===== src/isa_pkg.sv =====
/*
	Instruction set of the scalar pipeline.
	One 32-bit format: opcode nibble, three register nibbles, 16-bit immediate.
	Opcodes 12 to 14 are unassigned and execute as NOP.
*/
`default_nettype none

package isa_pkg;

	localparam int INSTR_W = 32;

	typedef enum logic [3:0] {
		OP_NOP  = 4'd0,
		OP_ADD  = 4'd1,
		OP_SUB  = 4'd2,
		OP_AND  = 4'd3,
		OP_OR   = 4'd4,
		OP_XOR  = 4'd5,
		OP_SHL  = 4'd6,
		OP_SHR  = 4'd7,
		OP_ADDI = 4'd8,
		OP_LUI  = 4'd9,
		OP_BEQ  = 4'd10,
		OP_JMP  = 4'd11,
		OP_HALT = 4'd15
	} opcode_t;

	typedef struct packed {
		opcode_t     opcode;
		logic [3:0]  dst;
		logic [3:0]  src1;
		logic [3:0]  src2;
		logic [15:0] imm;
	} instr_t;

	// Register result producers
	function automatic logic op_writes_reg(opcode_t op);
		return op inside {OP_ADD, OP_SUB, OP_AND, OP_OR, OP_XOR, OP_SHL, OP_SHR,
			OP_ADDI, OP_LUI};
	endfunction

	function automatic logic op_reads_src1(opcode_t op);
		return op inside {OP_ADD, OP_SUB, OP_AND, OP_OR, OP_XOR, OP_SHL, OP_SHR,
			OP_ADDI, OP_BEQ};
	endfunction

	// ADDI and LUI take the immediate instead of src2
	function automatic logic op_reads_src2(opcode_t op);
		return op inside {OP_ADD, OP_SUB, OP_AND, OP_OR, OP_XOR, OP_SHL, OP_SHR,
			OP_BEQ};
	endfunction

endpackage

`default_nettype wire


===== src/core_pkg.sv =====
/*
	Widths and stage payloads of the scalar pipeline.
	The pc field is 16 bits wide, so the instruction memory holds at most 64K words.
*/
`default_nettype none

package core_pkg;

	import isa_pkg::*;

	localparam int DATA_W   = 32;
	localparam int NUM_REGS = 16;

	typedef logic [$clog2(NUM_REGS)-1:0] reg_idx_t;
	typedef logic [DATA_W-1:0]           data_t;
	typedef logic [15:0]                 pc_t;

	// Issue to register read
	typedef struct packed {
		opcode_t     opcode;
		reg_idx_t    dst;
		reg_idx_t    src1;
		reg_idx_t    src2;
		logic [15:0] imm;
		pc_t         pc;
		logic        wr;
	} read_op_t;

	// Register read to execute
	typedef struct packed {
		read_op_t op;
		data_t    src1_data;
		data_t    src2_data;
	} exec_op_t;

endpackage

`default_nettype wire


===== src/instr_mem.sv =====
/*
	Instruction memory, one synchronous read port and a four-phase store port.
	A word is written once per handshake, on the edge that raises store_ack.
	The read register only loads when fetch_valid is high.
	The host must not store while the core is busy.
*/
`timescale 1ns/1ps
`default_nettype none

module instr_mem
	import isa_pkg::*;
#(
	parameter int IMEM_DEPTH = 64,
	localparam int AW = $clog2(IMEM_DEPTH)
) (
	input  wire            clock,
	input  wire            reset,
	input  wire            store_req,
	input  wire  [AW-1:0]  store_addr,
	input  wire  instr_t   store_instr,
	output logic           store_ack,
	input  wire            fetch_valid,
	input  wire  [AW-1:0]  fetch_addr,
	output instr_t         fetch_instr,
	input  wire            busy
);

	logic [INSTR_W-1:0] mem [IMEM_DEPTH];
	logic               store_wr;

	// Rising request phase only
	assign store_wr = store_req & ~store_ack;

	always_ff @(posedge clock) begin
		if (reset) begin
			store_ack <= 1'b0;
		end else if (store_wr) begin
			store_ack <= 1'b1;
		end else if (!store_req && store_ack) begin
			store_ack <= 1'b0;
		end
	end

	always_ff @(posedge clock) begin
		if (store_wr) begin
			mem[store_addr] <= store_instr;
		end
		if (fetch_valid) begin
			fetch_instr <= instr_t'(mem[fetch_addr]);
		end
	end

	//////////////////////////////
	// Handshake checks

	a_no_store_busy: assert property (@(posedge clock) disable iff (reset)
		$rose(store_req) |-> !busy);

	// Request is released only after it was acknowledged
	a_req_held_for_ack: assert property (@(posedge clock) disable iff (reset)
		$fell(store_req) |-> $past(store_ack));

endmodule

`default_nettype wire


===== src/fetch_unit.sv =====
/*
	Program counter and fetch slot.
	The word requested with fetch_valid returns one cycle later from instr_mem.
	The instr_mem read register keeps that word stable while issue stalls.
	start restarts at address 0, halt stops fetching, redirect drops the
	word in flight. The PC wraps at IMEM_DEPTH.
*/
`timescale 1ns/1ps
`default_nettype none

module fetch_unit
	import isa_pkg::*;
	import core_pkg::*;
#(
	parameter int IMEM_DEPTH = 64,
	localparam int AW = $clog2(IMEM_DEPTH)
) (
	input  wire            clock,
	input  wire            reset,
	input  wire            start,
	input  wire            stall,
	input  wire            redirect,
	input  wire  pc_t      redirect_pc,
	input  wire            halt,
	input  wire  instr_t   fetch_instr,
	output logic           fetch_valid,
	output logic [AW-1:0]  fetch_addr,
	output instr_t         fetched_instr,
	output pc_t            fetched_pc,
	output logic           fetched_valid
);

	logic          running;
	logic [AW-1:0] pc;

	// No request while issue is blocked or the stream changes
	assign fetch_valid   = running & ~stall & ~redirect & ~halt;
	assign fetch_addr    = pc;
	assign fetched_instr = fetch_instr;

	always_ff @(posedge clock) begin
		if (reset) begin
			running       <= 1'b0;
			pc            <= '0;
			fetched_valid <= 1'b0;
		end else if (start) begin
			running       <= 1'b1;
			pc            <= '0;
			fetched_valid <= 1'b0;
		end else if (halt) begin
			running       <= 1'b0;
			fetched_valid <= 1'b0;
		end else if (redirect) begin
			pc            <= redirect_pc[AW-1:0];
			fetched_valid <= 1'b0;
		end else if (!stall) begin
			fetched_valid <= fetch_valid;
			if (fetch_valid) begin
				pc <= pc + 1'b1;
			end
		end
	end

	// PC of the word that arrives next cycle
	always_ff @(posedge clock) begin
		if (!stall) begin
			fetched_pc <= pc_t'(pc);
		end
	end

endmodule

`default_nettype wire


===== src/hazard_issue.sv =====
/*
	Decode, scoreboard and issue.
	A register bit is set when a writer issues and cleared on its write-back.
	An instruction waits while any register it reads or writes is pending.
	flush empties the scoreboard, since every younger writer is killed.
*/
`timescale 1ns/1ps
`default_nettype none

module hazard_issue
	import isa_pkg::*;
	import core_pkg::*;
(
	input  wire              clock,
	input  wire              reset,
	input  wire              flush,
	input  wire  instr_t     fetched_instr,
	input  wire  pc_t        fetched_pc,
	input  wire              fetched_valid,
	input  wire              wb_valid,
	input  wire  reg_idx_t   wb_index,
	output logic             stall,
	output read_op_t         read_op,
	output logic             read_valid
);

	logic [NUM_REGS-1:0] board;
	logic [NUM_REGS-1:0] board_set;
	logic [NUM_REGS-1:0] board_clr;
	opcode_t             opcode;
	reg_idx_t            dst;
	reg_idx_t            src1;
	reg_idx_t            src2;
	logic                wr;
	logic                mark;
	logic                hazard;
	logic                issue;

	assign opcode = fetched_instr.opcode;
	assign dst    = fetched_instr.dst;
	assign src1   = fetched_instr.src1;
	assign src2   = fetched_instr.src2;

	assign wr   = op_writes_reg(opcode);
	// Register 0 is never pending
	assign mark = wr & (dst != '0);

	assign hazard = (op_reads_src1(opcode) & board[src1]) |
		(op_reads_src2(opcode) & board[src2]) |
		(mark & board[dst]);

	assign stall = fetched_valid & hazard;
	assign issue = fetched_valid & ~hazard & ~flush;

	assign board_set = (issue && mark) ? (NUM_REGS'(1) << dst) : '0;
	assign board_clr = wb_valid ? (NUM_REGS'(1) << wb_index) : '0;

	always_ff @(posedge clock) begin
		if (reset || flush) begin
			board <= '0;
		end else begin
			board <= (board & ~board_clr) | board_set;
		end
	end

	//////////////////////////////
	// Issue register

	always_ff @(posedge clock) begin
		if (reset) begin
			read_valid <= 1'b0;
		end else begin
			read_valid <= issue;
		end
	end

	always_ff @(posedge clock) begin
		if (issue) begin
			read_op.opcode <= opcode;
			read_op.dst    <= dst;
			read_op.src1   <= src1;
			read_op.src2   <= src2;
			read_op.imm    <= fetched_instr.imm;
			read_op.pc     <= fetched_pc;
			read_op.wr     <= wr;
		end
	end

	// Write-back only retires a pending register
	a_clear_pending: assert property (@(posedge clock) disable iff (reset)
		wb_valid |-> board[wb_index]);

endmodule

`default_nettype wire


===== src/reg_file.sv =====
/*
	16 x 32-bit register file, two combinational reads and one write.
	Register 0 reads zero and ignores writes.
	A write is visible to reads from the cycle after the write edge.
*/
`timescale 1ns/1ps
`default_nettype none

module reg_file
	import core_pkg::*;
(
	input  wire             clock,
	input  wire             reset,
	input  wire  reg_idx_t  read_idx1,
	input  wire  reg_idx_t  read_idx2,
	output data_t           read_data1,
	output data_t           read_data2,
	input  wire             write_en,
	input  wire  reg_idx_t  write_idx,
	input  wire  data_t     write_data
);

	data_t regs [NUM_REGS];

	always_ff @(posedge clock) begin
		if (reset) begin
			for (int i = 0; i < NUM_REGS; i++) begin
				regs[i] <= '0;
			end
		end else if (write_en && write_idx != '0) begin
			regs[write_idx] <= write_data;
		end
	end

	// Hard zero on register 0
	assign read_data1 = (read_idx1 == '0) ? '0 : regs[read_idx1];
	assign read_data2 = (read_idx2 == '0) ? '0 : regs[read_idx2];

endmodule

`default_nettype wire


===== src/scalar_exec.sv =====
/*
	Execute and write-back stage.
	ALU result and branch decision are combinational, the write-back is registered.
	A taken BEQ, a JMP or a HALT flushes every younger instruction.
	term rises on HALT and falls when the next program reaches execute.
*/
`timescale 1ns/1ps
`default_nettype none

module scalar_exec
	import isa_pkg::*;
	import core_pkg::*;
(
	input  wire              clock,
	input  wire              reset,
	input  wire  exec_op_t   exec_op,
	input  wire              exec_valid,
	output logic             redirect,
	output pc_t              redirect_pc,
	output logic             flush,
	output logic             halt,
	output logic             term,
	output logic             wb_valid,
	output reg_idx_t         wb_index,
	output data_t            wb_data
);

	opcode_t opcode;
	data_t   a;
	data_t   b;
	data_t   imm_sx;
	data_t   result;
	logic    taken;
	logic    wb_en;

	assign opcode = exec_op.op.opcode;
	assign a      = exec_op.src1_data;
	assign b      = exec_op.src2_data;
	assign imm_sx = {{(DATA_W-16){exec_op.op.imm[15]}}, exec_op.op.imm};

	//////////////////////////////
	// ALU

	always_comb begin
		case (opcode)
			OP_ADD:  result = a + b;
			OP_SUB:  result = a - b;
			OP_AND:  result = a & b;
			OP_OR:   result = a | b;
			OP_XOR:  result = a ^ b;
			OP_SHL:  result = a << b[4:0];
			OP_SHR:  result = a >> b[4:0];
			OP_ADDI: result = a + imm_sx;
			OP_LUI:  result = {exec_op.op.imm, 16'h0000};
			default: result = '0;
		endcase
	end

	//////////////////////////////
	// Branch and halt

	assign taken = (opcode == OP_JMP) || (opcode == OP_BEQ && a == b);

	assign redirect = exec_valid & taken;
	// 16-bit add wraps the same as a sign-extended offset
	assign redirect_pc = (opcode == OP_JMP) ? exec_op.op.imm :
		exec_op.op.pc + exec_op.op.imm;
	assign halt  = exec_valid & (opcode == OP_HALT);
	assign flush = redirect | halt;

	assign wb_en = exec_valid & exec_op.op.wr & (exec_op.op.dst != '0);

	always_ff @(posedge clock) begin
		if (reset) begin
			wb_valid <= 1'b0;
			term     <= 1'b0;
		end else begin
			wb_valid <= wb_en;
			if (halt) begin
				term <= 1'b1;
			end else if (exec_valid) begin
				term <= 1'b0;
			end
		end
	end

	always_ff @(posedge clock) begin
		if (wb_en) begin
			wb_index <= exec_op.op.dst;
			wb_data  <= result;
		end
	end

	// Read, issue and fetch slots are all emptied behind a flush
	a_flush_kills: assert property (@(posedge clock) disable iff (reset)
		exec_valid |-> !$past(flush) && !$past(flush, 2) && !$past(flush, 3));

endmodule

`default_nettype wire


===== src/scalar_unit.sv =====
/*
	Scalar issue pipeline: fetch, issue, register read, execute/write-back.
	Load the program with the store handshake, then pulse start while idle.
	start is ignored while busy. term is held low while a program runs.
*/
`timescale 1ns/1ps
`default_nettype none

module scalar_unit
	import isa_pkg::*;
	import core_pkg::*;
#(
	parameter int IMEM_DEPTH = 64,
	localparam int AW = $clog2(IMEM_DEPTH)
) (
	input  wire            clock,
	input  wire            reset,
	input  wire            store_req,
	input  wire  [AW-1:0]  store_addr,
	input  wire  instr_t   store_instr,
	output logic           store_ack,
	input  wire            start,
	output logic           busy,
	output logic           term,
	output logic           wb_valid,
	output reg_idx_t       wb_index,
	output data_t          wb_data
);

	logic          start_ok;
	logic          fetch_valid;
	logic [AW-1:0] fetch_addr;
	instr_t        fetch_instr;
	instr_t        fetched_instr;
	pc_t           fetched_pc;
	logic          fetched_valid;
	logic          stall;
	read_op_t      read_op;
	logic          read_valid;
	data_t         read_data1;
	data_t         read_data2;
	exec_op_t      exec_op;
	logic          exec_valid;
	logic          redirect;
	pc_t           redirect_pc;
	logic          flush;
	logic          halt;
	logic          exec_term;

	assign start_ok = start & ~busy;
	assign term     = exec_term & ~busy;

	// Run flag
	always_ff @(posedge clock) begin
		if (reset) begin
			busy <= 1'b0;
		end else if (start_ok) begin
			busy <= 1'b1;
		end else if (halt) begin
			busy <= 1'b0;
		end
	end

	instr_mem #(.IMEM_DEPTH(IMEM_DEPTH)) u_imem (
		.clock(clock), .reset(reset),
		.store_req(store_req), .store_addr(store_addr), .store_instr(store_instr),
		.store_ack(store_ack),
		.fetch_valid(fetch_valid), .fetch_addr(fetch_addr), .fetch_instr(fetch_instr),
		.busy(busy)
	);

	fetch_unit #(.IMEM_DEPTH(IMEM_DEPTH)) u_fetch (
		.clock(clock), .reset(reset), .start(start_ok), .stall(stall),
		.redirect(redirect), .redirect_pc(redirect_pc), .halt(halt),
		.fetch_instr(fetch_instr), .fetch_valid(fetch_valid), .fetch_addr(fetch_addr),
		.fetched_instr(fetched_instr), .fetched_pc(fetched_pc),
		.fetched_valid(fetched_valid)
	);

	hazard_issue u_issue (
		.clock(clock), .reset(reset), .flush(flush),
		.fetched_instr(fetched_instr), .fetched_pc(fetched_pc),
		.fetched_valid(fetched_valid),
		.wb_valid(wb_valid), .wb_index(wb_index),
		.stall(stall), .read_op(read_op), .read_valid(read_valid)
	);

	reg_file u_rf (
		.clock(clock), .reset(reset),
		.read_idx1(read_op.src1), .read_idx2(read_op.src2),
		.read_data1(read_data1), .read_data2(read_data2),
		.write_en(wb_valid), .write_idx(wb_index), .write_data(wb_data)
	);

	//////////////////////////////
	// Register read stage

	always_ff @(posedge clock) begin
		if (reset) begin
			exec_valid <= 1'b0;
		end else begin
			exec_valid <= read_valid & ~flush;
		end
	end

	always_ff @(posedge clock) begin
		exec_op.op        <= read_op;
		exec_op.src1_data <= read_data1;
		exec_op.src2_data <= read_data2;
	end

	scalar_exec u_exec (
		.clock(clock), .reset(reset),
		.exec_op(exec_op), .exec_valid(exec_valid),
		.redirect(redirect), .redirect_pc(redirect_pc), .flush(flush),
		.halt(halt), .term(exec_term),
		.wb_valid(wb_valid), .wb_index(wb_index), .wb_data(wb_data)
	);

endmodule

`default_nettype wire


===== config.mk =====
export PLATFORM = sky130hd
export DESIGN_NAME = scalar_unit
export DESIGN_NICKNAME = d
export VERILOG_FILES = /design/src/isa_pkg.sv /design/src/core_pkg.sv /design/src/instr_mem.sv /design/src/fetch_unit.sv /design/src/hazard_issue.sv /design/src/reg_file.sv /design/src/scalar_exec.sv /design/src/scalar_unit.sv
export SDC_FILE = /design/constraint.sdc
export NUM_CORES = 2
export LEC_CHECK = 0
export ABC_CLOCK_PERIOD_IN_PS = 8830
export BUFFER_PORTS_ARGS = -buffer_cell sky130_fd_sc_hd__buf_2
export CORE_MARGIN = 2
export CORE_UTILIZATION = 34
export CTS_BUF_LIST = sky130_fd_sc_hd__clkbuf_4 sky130_fd_sc_hd__clkbuf_8
export DETAILED_ROUTE_END_ITERATION = 8
export PLACE_DENSITY = 0.58
export SYNTH_ARGS = -nofsm -noshare
export SYNTH_HDL_FRONTEND = slang
export SYNTH_SLANG_ARGS = --single-unit

===== constraint.sdc =====
create_clock -name clock -period 8.83 [get_ports clock]
set_clock_uncertainty 0.2 [all_clocks]
set_input_delay 0.883 -clock clock [delete_from_list [all_inputs] [get_ports clock]]
set_output_delay 0.883 -clock clock [all_outputs]
set_load 0.05 [all_outputs]

# ---- After elaboration in Yosys (flattened, before gate mapping)
# Memories as Yosys holds them, arrays and structs flattened. A register that Yosys moved wholly into a read port is not among the register bits.
# Index checks and enable logic that the tools add are counted.
dict set report op_classes {
  n_eq_ne 24
  add_sub_neg 5
  bitwise_logic 34
  muxes 29
  order_cmp 3
  n_reduce_logical 23
  n_shift 4
}
# operator count
set ops {}
lappend ops {{case mux 32 bit (9 select lines)} 1}
lappend ops {{adder 32 bit} 2}
lappend ops {{AND 32 bit} 1}
lappend ops {{equality test 32 bit} 1}
lappend ops {{equality test 4 x 3 -> 1 bit (second input constant)} 8}
lappend ops {{equality test 4 bit (second input constant)} 8}
lappend ops {{two-way mux 16 bit} 2}
lappend ops {{two-way mux 32 bit} 1}
lappend ops {{OR 32 bit} 1}
lappend ops {{OR reduction 32 bit} 1}
lappend ops {{left shift 1 x 4 -> 16 bit (first input constant)} 2}
lappend ops {{left shift 32 x 5 -> 32 bit} 1}
lappend ops {{right shift 32 x 5 -> 32 bit} 1}
lappend ops {{subtractor 32 bit} 1}
lappend ops {{bitwise XOR 32 bit} 1}
lappend ops {{two-way mux 6 bit} 4}
lappend ops {{AND 1 bit} 18}
lappend ops {{nonzero test 9 bit} 2}
lappend ops {{two-way mux 1 bit} 17}
lappend ops {{AND 16 bit} 1}
lappend ops {{equality test 4 x 2 -> 1 bit (second input constant)} 4}
lappend ops {{NOT 16 bit} 1}
lappend ops {{OR 16 bit} 1}
lappend ops {{less-than comparator 4 x 5 -> 1 bit (second input constant)} 3}
lappend ops {{18 further kinds} 39}
dict set report word_totals {
  ram_bits 2560
  n_memories 2
  output_inout_bits 40
  inputBits 42
  register_bits 141
}
# name words width rd rd_ports_with_merged_regs write_ports line_no
set memory_table {}
lappend memory_table {u_imem.mem 64 32 1 1 1 instr_mem.sv:28} ;# logic [INSTR_W-1:0] mem [IMEM_DEPTH];
lappend memory_table {u_rf.regs 16 32 2 2 16 reg_file.sv:23} ;# data_t regs [NUM_REGS];

# ---- Depth between registers and ports, before layout
dict set report depth {
  word_depth 13
  depth_mapped 18
  depth_no_buf 14
}

# ---- Hierarchy
# From an unflattened synthesis, not the netlist that was laid out.
dict set report hier_totals {
  cells_unflattened 7008
  hier_area_um2 121435.2
}
# module seq_area_each_um2 area_per_inst_um2 n_inst cells_per_inst
set modules_own_cells {}
lappend modules_own_cells {instr_mem 62479.9 78980.7 1 3356}
lappend modules_own_cells {reg_file 14443.9 25572.0 1 1778}
lappend modules_own_cells {scalar_exec 1121.1 10720.3 1 1461}
lappend modules_own_cells {hazard_issue 1811.7 2851.5 1 185}
lappend modules_own_cells {scalar_unit 2302.2 2338.5 1 120}
lappend modules_own_cells {fetch_unit 340.3 972.2 1 108}

# ---- Worst setup path after synthesis
# OpenSTA, ideal clock, no wires.
dict set report synth_path {
  kind {reg-to-reg}
  startpoint {reg, netlist name exec_op[3]}
  endpoint {reg, netlist name u_issue.read_op[0]}
  slack_ps 4383
  stages_incl_launch_ff 12
  required_time_ps 8195
  n_path_buf 3
  period_less_slack_ps 4447
  arrival_time_ps 3812
  cell_sequence {dfxtp_1 -> clkbuf_1 -> clkinv_1 -> clkbuf_1 -> buf_1 -> ha_1 -> nor4_1 -> nand4_1 -> nor4_1 -> o211ai_1 -> nand2_1 -> nor2_1}
}
dict set report synth_between {
  elab_chain_len 7
}
# element line_no
set synth_lines {}
lappend synth_lines {{equality test 32 bit} scalar_exec.sv:62} ;# assign taken = (opcode == OP_JMP) || (opcode == OP_BEQ && a == b);
lappend synth_lines {{logical AND 1 bit} scalar_exec.sv:62}
lappend synth_lines {{logical OR 1 bit} scalar_exec.sv:62}
lappend synth_lines {{AND 1 bit} scalar_exec.sv:64} ;# assign redirect = exec_valid & taken;
lappend synth_lines {{OR 1 bit} scalar_exec.sv:69} ;# assign flush = redirect | halt;
lappend synth_lines {{NOT 1 bit} hazard_issue.sv:53} ;# assign issue = fetched_valid & ~hazard & ~flush;
lappend synth_lines {{AND 1 bit} hazard_issue.sv:53}
lappend synth_lines {{named net u_issue.issue} hazard_issue.sv:37} ;# logic issue;
# The timed path passes the listed nets, and every way through them passes these cells.
# A chain may end at the register's enable or synchronous reset.

# ---- Worst setup path in the final report
dict set report layout_path {
  startpoint {reg, netlist name exec_op[110]}
  endpoint {reg u_exec.wb_data[31], data pin}
}
dict set report layout_between {
  elab_chain_len 2
  word_cells_on_any_way 10
  cone_classes {eq/ne: 9; mux: 1}
}
# element line_no
set layout_lines {}
lappend layout_lines {{equality test 4 bit (tied with other cells)} scalar_exec.sv:45} ;# case (opcode)
lappend layout_lines {{case mux 32 bit (9 select lines) (*)} scalar_exec.sv:45}
lappend layout_lines {{named net u_exec.result[31]} scalar_exec.sv:32} ;# data_t result;
lappend layout_lines {{to (signal assigned)} scalar_exec.sv:90} ;# wb_data <= result;
lappend layout_lines {{to (decl)} scalar_exec.sv:25} ;# output data_t wb_data
# The timed path passes the listed nets; every way through them passes the cells marked *.

==> impl_results.md <==
* Outcome: complete, no violations
* Worst-path clk slew at 60 ps
* Slew HR at 10.47%
* Vias in the first global route at about 66000
* Die area at between 300000 and 400000 µm²
* Required time of the critical path at 9350 ps
* Peak supply drop at between 0.1 and 0.15 mV
* CTS tree: built
* Crit. End Element: register
* Post-Synthesis Cells at 6324
* H-tree depth at 5
* Final ANT Viol Nets at 0
* Tmin final at about 5100 ps
* Core ar. at roughly 350000 µm²
* GPL Wtd Cong at ~0.90
* FF+latch count, synth at 2797
* First-pass GRT wire length at 489.9 mm
* Commonest non-fill, non-tap cell in the layout: edfxtp_1
* Routed WL per cell at 29.52 µm
* PortBufs at 81
* Seq/Total Area, Yosys at around two thirds
* Mean Syn Cell Area at 19.08 µm²
* Setup WS pre-CTS at about 3700 ps
* Most numerous cell on the critical path: a21oi_1
* Layout cells sized above 1 at 30.30%
* FF/Latch Area at 82770 µm²
* Total power at ~28 mW
* Fill cells at approximately 32000
* Worst Path Arrival at 5600 ps
* CTS Buffer Depth at 4
* Max Freq at 196.7 MHz
* Dpl hpwl at 198.4 mm
* Async SR Flop Fraction at 0%
* Crit path max fanout at 33
* Critical path startpoint category: register
* Die Span X at 599.7 µm
* Nets@finish at 6834
* Fin. Hold Viols at 0
* Post-synth EDFFs at ~2700
* Vias per inst at 5.438
* RSZ-0062 raised after global routing: false
* CP max stage delay at approximately 660 ps
* Largest net degree at the start of global routing at 141
* Synthesized area at 120600 µm²
* Vias at 63840
* Site Rows at 218
* Transition time of the tightest slew-check pin at 1341 ps
* CTS resizes at 0
* Cell breakdown of the critical path: nor2_1, nand2_1, buf_4, mux2_2, ha_1, a21oi_1, o21ai_0, o211ai_1, nand4_1, a2111o_1, a31o_2, a21oi_1, mux2i_1, o2111ai_1
* Die Height at between 500 and 600 µm
* Final setup vio count at 0
* DRC violation count after routing at 0
* Synth Warn # at 0
* Commonest non-fill, non-tap cells in the layout: 2673 x edfxtp_1, 1012 x mux4_2, 487 x and2_1
* Grt ovf at 0
* Initial Util at 34.18%
* Total CTS buffers at 449
* Ports at 82
* Fin crit share at between 50% and 60%
* Setup_tns at 0 ps
* Area grow syn2layout at 13.11%
* Starting DRC count in detailed routing at 6999
* Final instance area at about 140000 µm²
* Clk_lat worst skew at approximately 1100 ps
* Pwr/cell area at 205.3 nW/µm²
* DP Area at between 100000 and 150000 µm²
* Synth unique cells at 81
* GRT Total Usage at 19.03%
* Root Buffer Master: clkbuf_8
* Hold WC Path Type: reg2reg
* Most used DFF post-synth: edfxtp_1
* Initial antenna violation count at 21
* Critical path class: reg2reg
* Area occupied by multi-input gates at 36730 µm²
* Crit-path slowest cell: dfxtp_1
* MaxCap Viol Count at 0
* Post-CTS Setup Repair Bufs at 0
* Drt first pass iters at 6
* Clock Sink Count at 2797
* Drt total wl at 346.5 mm
* Leakage at 43.52 nW
* Max Slew Vio Count at 0
* Post-route setup slack at 3746 ps
[report_power, final]
part           internal, mW  switching (mW)
registers              14.7           0.160
clock network          5.79            5.17
logic                 0.847            1.33
[registers in the layout (all words and copies together) (netlist names), 4 cells and up]
register / cells
exec_op: 95
u_exec.wb_data: 32
u_exec.wb_index: 4
u_fetch.fetch_addr: 6
u_fetch.fetched_pc: 6
u_imem.fetch_instr: 32
u_imem.mem: 2048
u_issue.board: 16
u_issue.read_op: 39
u_rf.regs: 512
[kinds of logic after synthesis]
kind of cell | Yosys count | share of synthesized area [%]
fa+ha+maj | 145 | 1.522
simple gates | 1151 | 5.117
mux | 1100 | 19.70
other cells | 1 | 0.003108
compound gates | 545 | 2.960
xor+xnor | 58 | 0.4211
buf+inv | 527 | 1.687
flops | 2797 | 68.59
[path summary, 6_finish.rpt]
check | slack (ps) | startpoint | cells past startpoint | to
worst max-delay path | 3750 | exec_op[110] | 14 | u_exec.wb_data[31]
worst min-delay path | 140 | u_issue.read_op[23] | 0 | exec_op[87]
worst min register to register | 140 | u_issue.read_op[23] | 0 | exec_op[87]
worst max register to register | 3750 | exec_op[110] | 14 | u_exec.wb_data[31]
[through the flow]
| stage | hold slack (ps) | std cells | utilization [%] |
|---|---|---|---|
| 2_1_floorplan | 123.3 | 6355 | - |
| 3_3_place_gp | 125.8 | 10920 | 36.17 |
| 3_5_place_dp | 126.9 | 10920 | 36.17 |
| 4_1_cts | 83.95 | 11730 | 38.66 |
| 5_1_grt | 127.8 | 11730 | 38.66 |
| 6_report | 136.3 | 11740 | 38.66 |
[routing by layer]
layer	wire, µm	global-route usage [%]	part of all wire, %	up-vias
li1	-	-	-	26520
met1	139300	24.73	40	34190
met2	173900	32.58	50	2538
met3	21810	2.999	6.3	597
met4	11530	6.179	3.3	2
met5	11	0	0.0032	-
[what timing repair did]
action	4_1_cts	5_1_grt
setup endpoints to repair	0	0
hold buffers	3	0
endpoints found under the hold margin	7	0
[critical path: cells and delay by family (launching register included)]
kind,cells,cell delay (ps)
multiplexers,2,610
adder cells (fa/ha/maj),1,330
flip-flops,1,660
buffers and inverters,1,410
AO/OA/AOI/OAI,7,2010
AND/OR/NAND/NOR,3,600
[cell type report]
cell class / count / share of cell area [%]
Antenna cell: 11 / 0.02017
Clock buffer: 629 / 5.610
Clock inverter: 175 / 0.7894
Inverter: 116 / 0.3191
Sequential cell: 2797 / 60.66
Multi-Input combinational cell: 3031 / 26.91
Tap cell: 4730 / 4.337
Timing Repair Buffer: 252 / 1.355
[Yosys cell counts (5+ instances only)]
| cell type | count | area (µm²) |
|---|---|---|
| nand3b_1 | 13 | 97.59 |
| mux2i_1 | 58 | 580.6 |
| nand4_1 | 15 | 93.84 |
| or2_2 | 15 | 93.84 |
| nand2b_1 | 33 | 206.5 |
| o21bai_1 | 19 | 142.6 |
| ha_1 | 142 | 1777 |
| edfxtp_1 | 2673 | 80270 |
| o221ai_1 | 14 | 122.6 |
| xnor2_1 | 45 | 394.1 |
| buf_1 | 86 | 322.8 |
| nand2_1 | 139 | 521.8 |
| xor2_1 | 13 | 113.9 |
| or3_1 | 7 | 43.79 |
| a211o_1 | 5 | 43.79 |
| nor2b_1 | 79 | 494.2 |
| dfxtp_1 | 124 | 2482 |
| a21oi_1 | 131 | 655.6 |
| a221o_1 | 10 | 100.1 |
| o21ai_0 | 131 | 655.6 |
| o22ai_1 | 23 | 143.9 |
| and3_1 | 7 | 43.79 |
| o31ai_1 | 8 | 60.06 |
| mux2_2 | 26 | 292.8 |
| nor4_1 | 18 | 112.6 |
| a21o_1 | 26 | 195.2 |
| a22oi_1 | 23 | 172.7 |
| clkbuf_1 | 315 | 1182 |
| a31oi_1 | 13 | 81.33 |
| nand3_1 | 38 | 190.2 |
| mux4_2 | 1012 | 22790 |
| a211oi_1 | 27 | 202.7 |
| o211ai_1 | 30 | 225.2 |
| nor3_1 | 36 | 180.2 |
| nor2_1 | 251 | 942.2 |
| o21a_1 | 10 | 75.07 |
| a221oi_1 | 19 | 166.4 |
| inv_1 | 111 | 416.7 |
| o2111ai_1 | 5 | 43.79 |
| and2_1 | 487 | 3047 |
(Power assumes the default switching activity.)
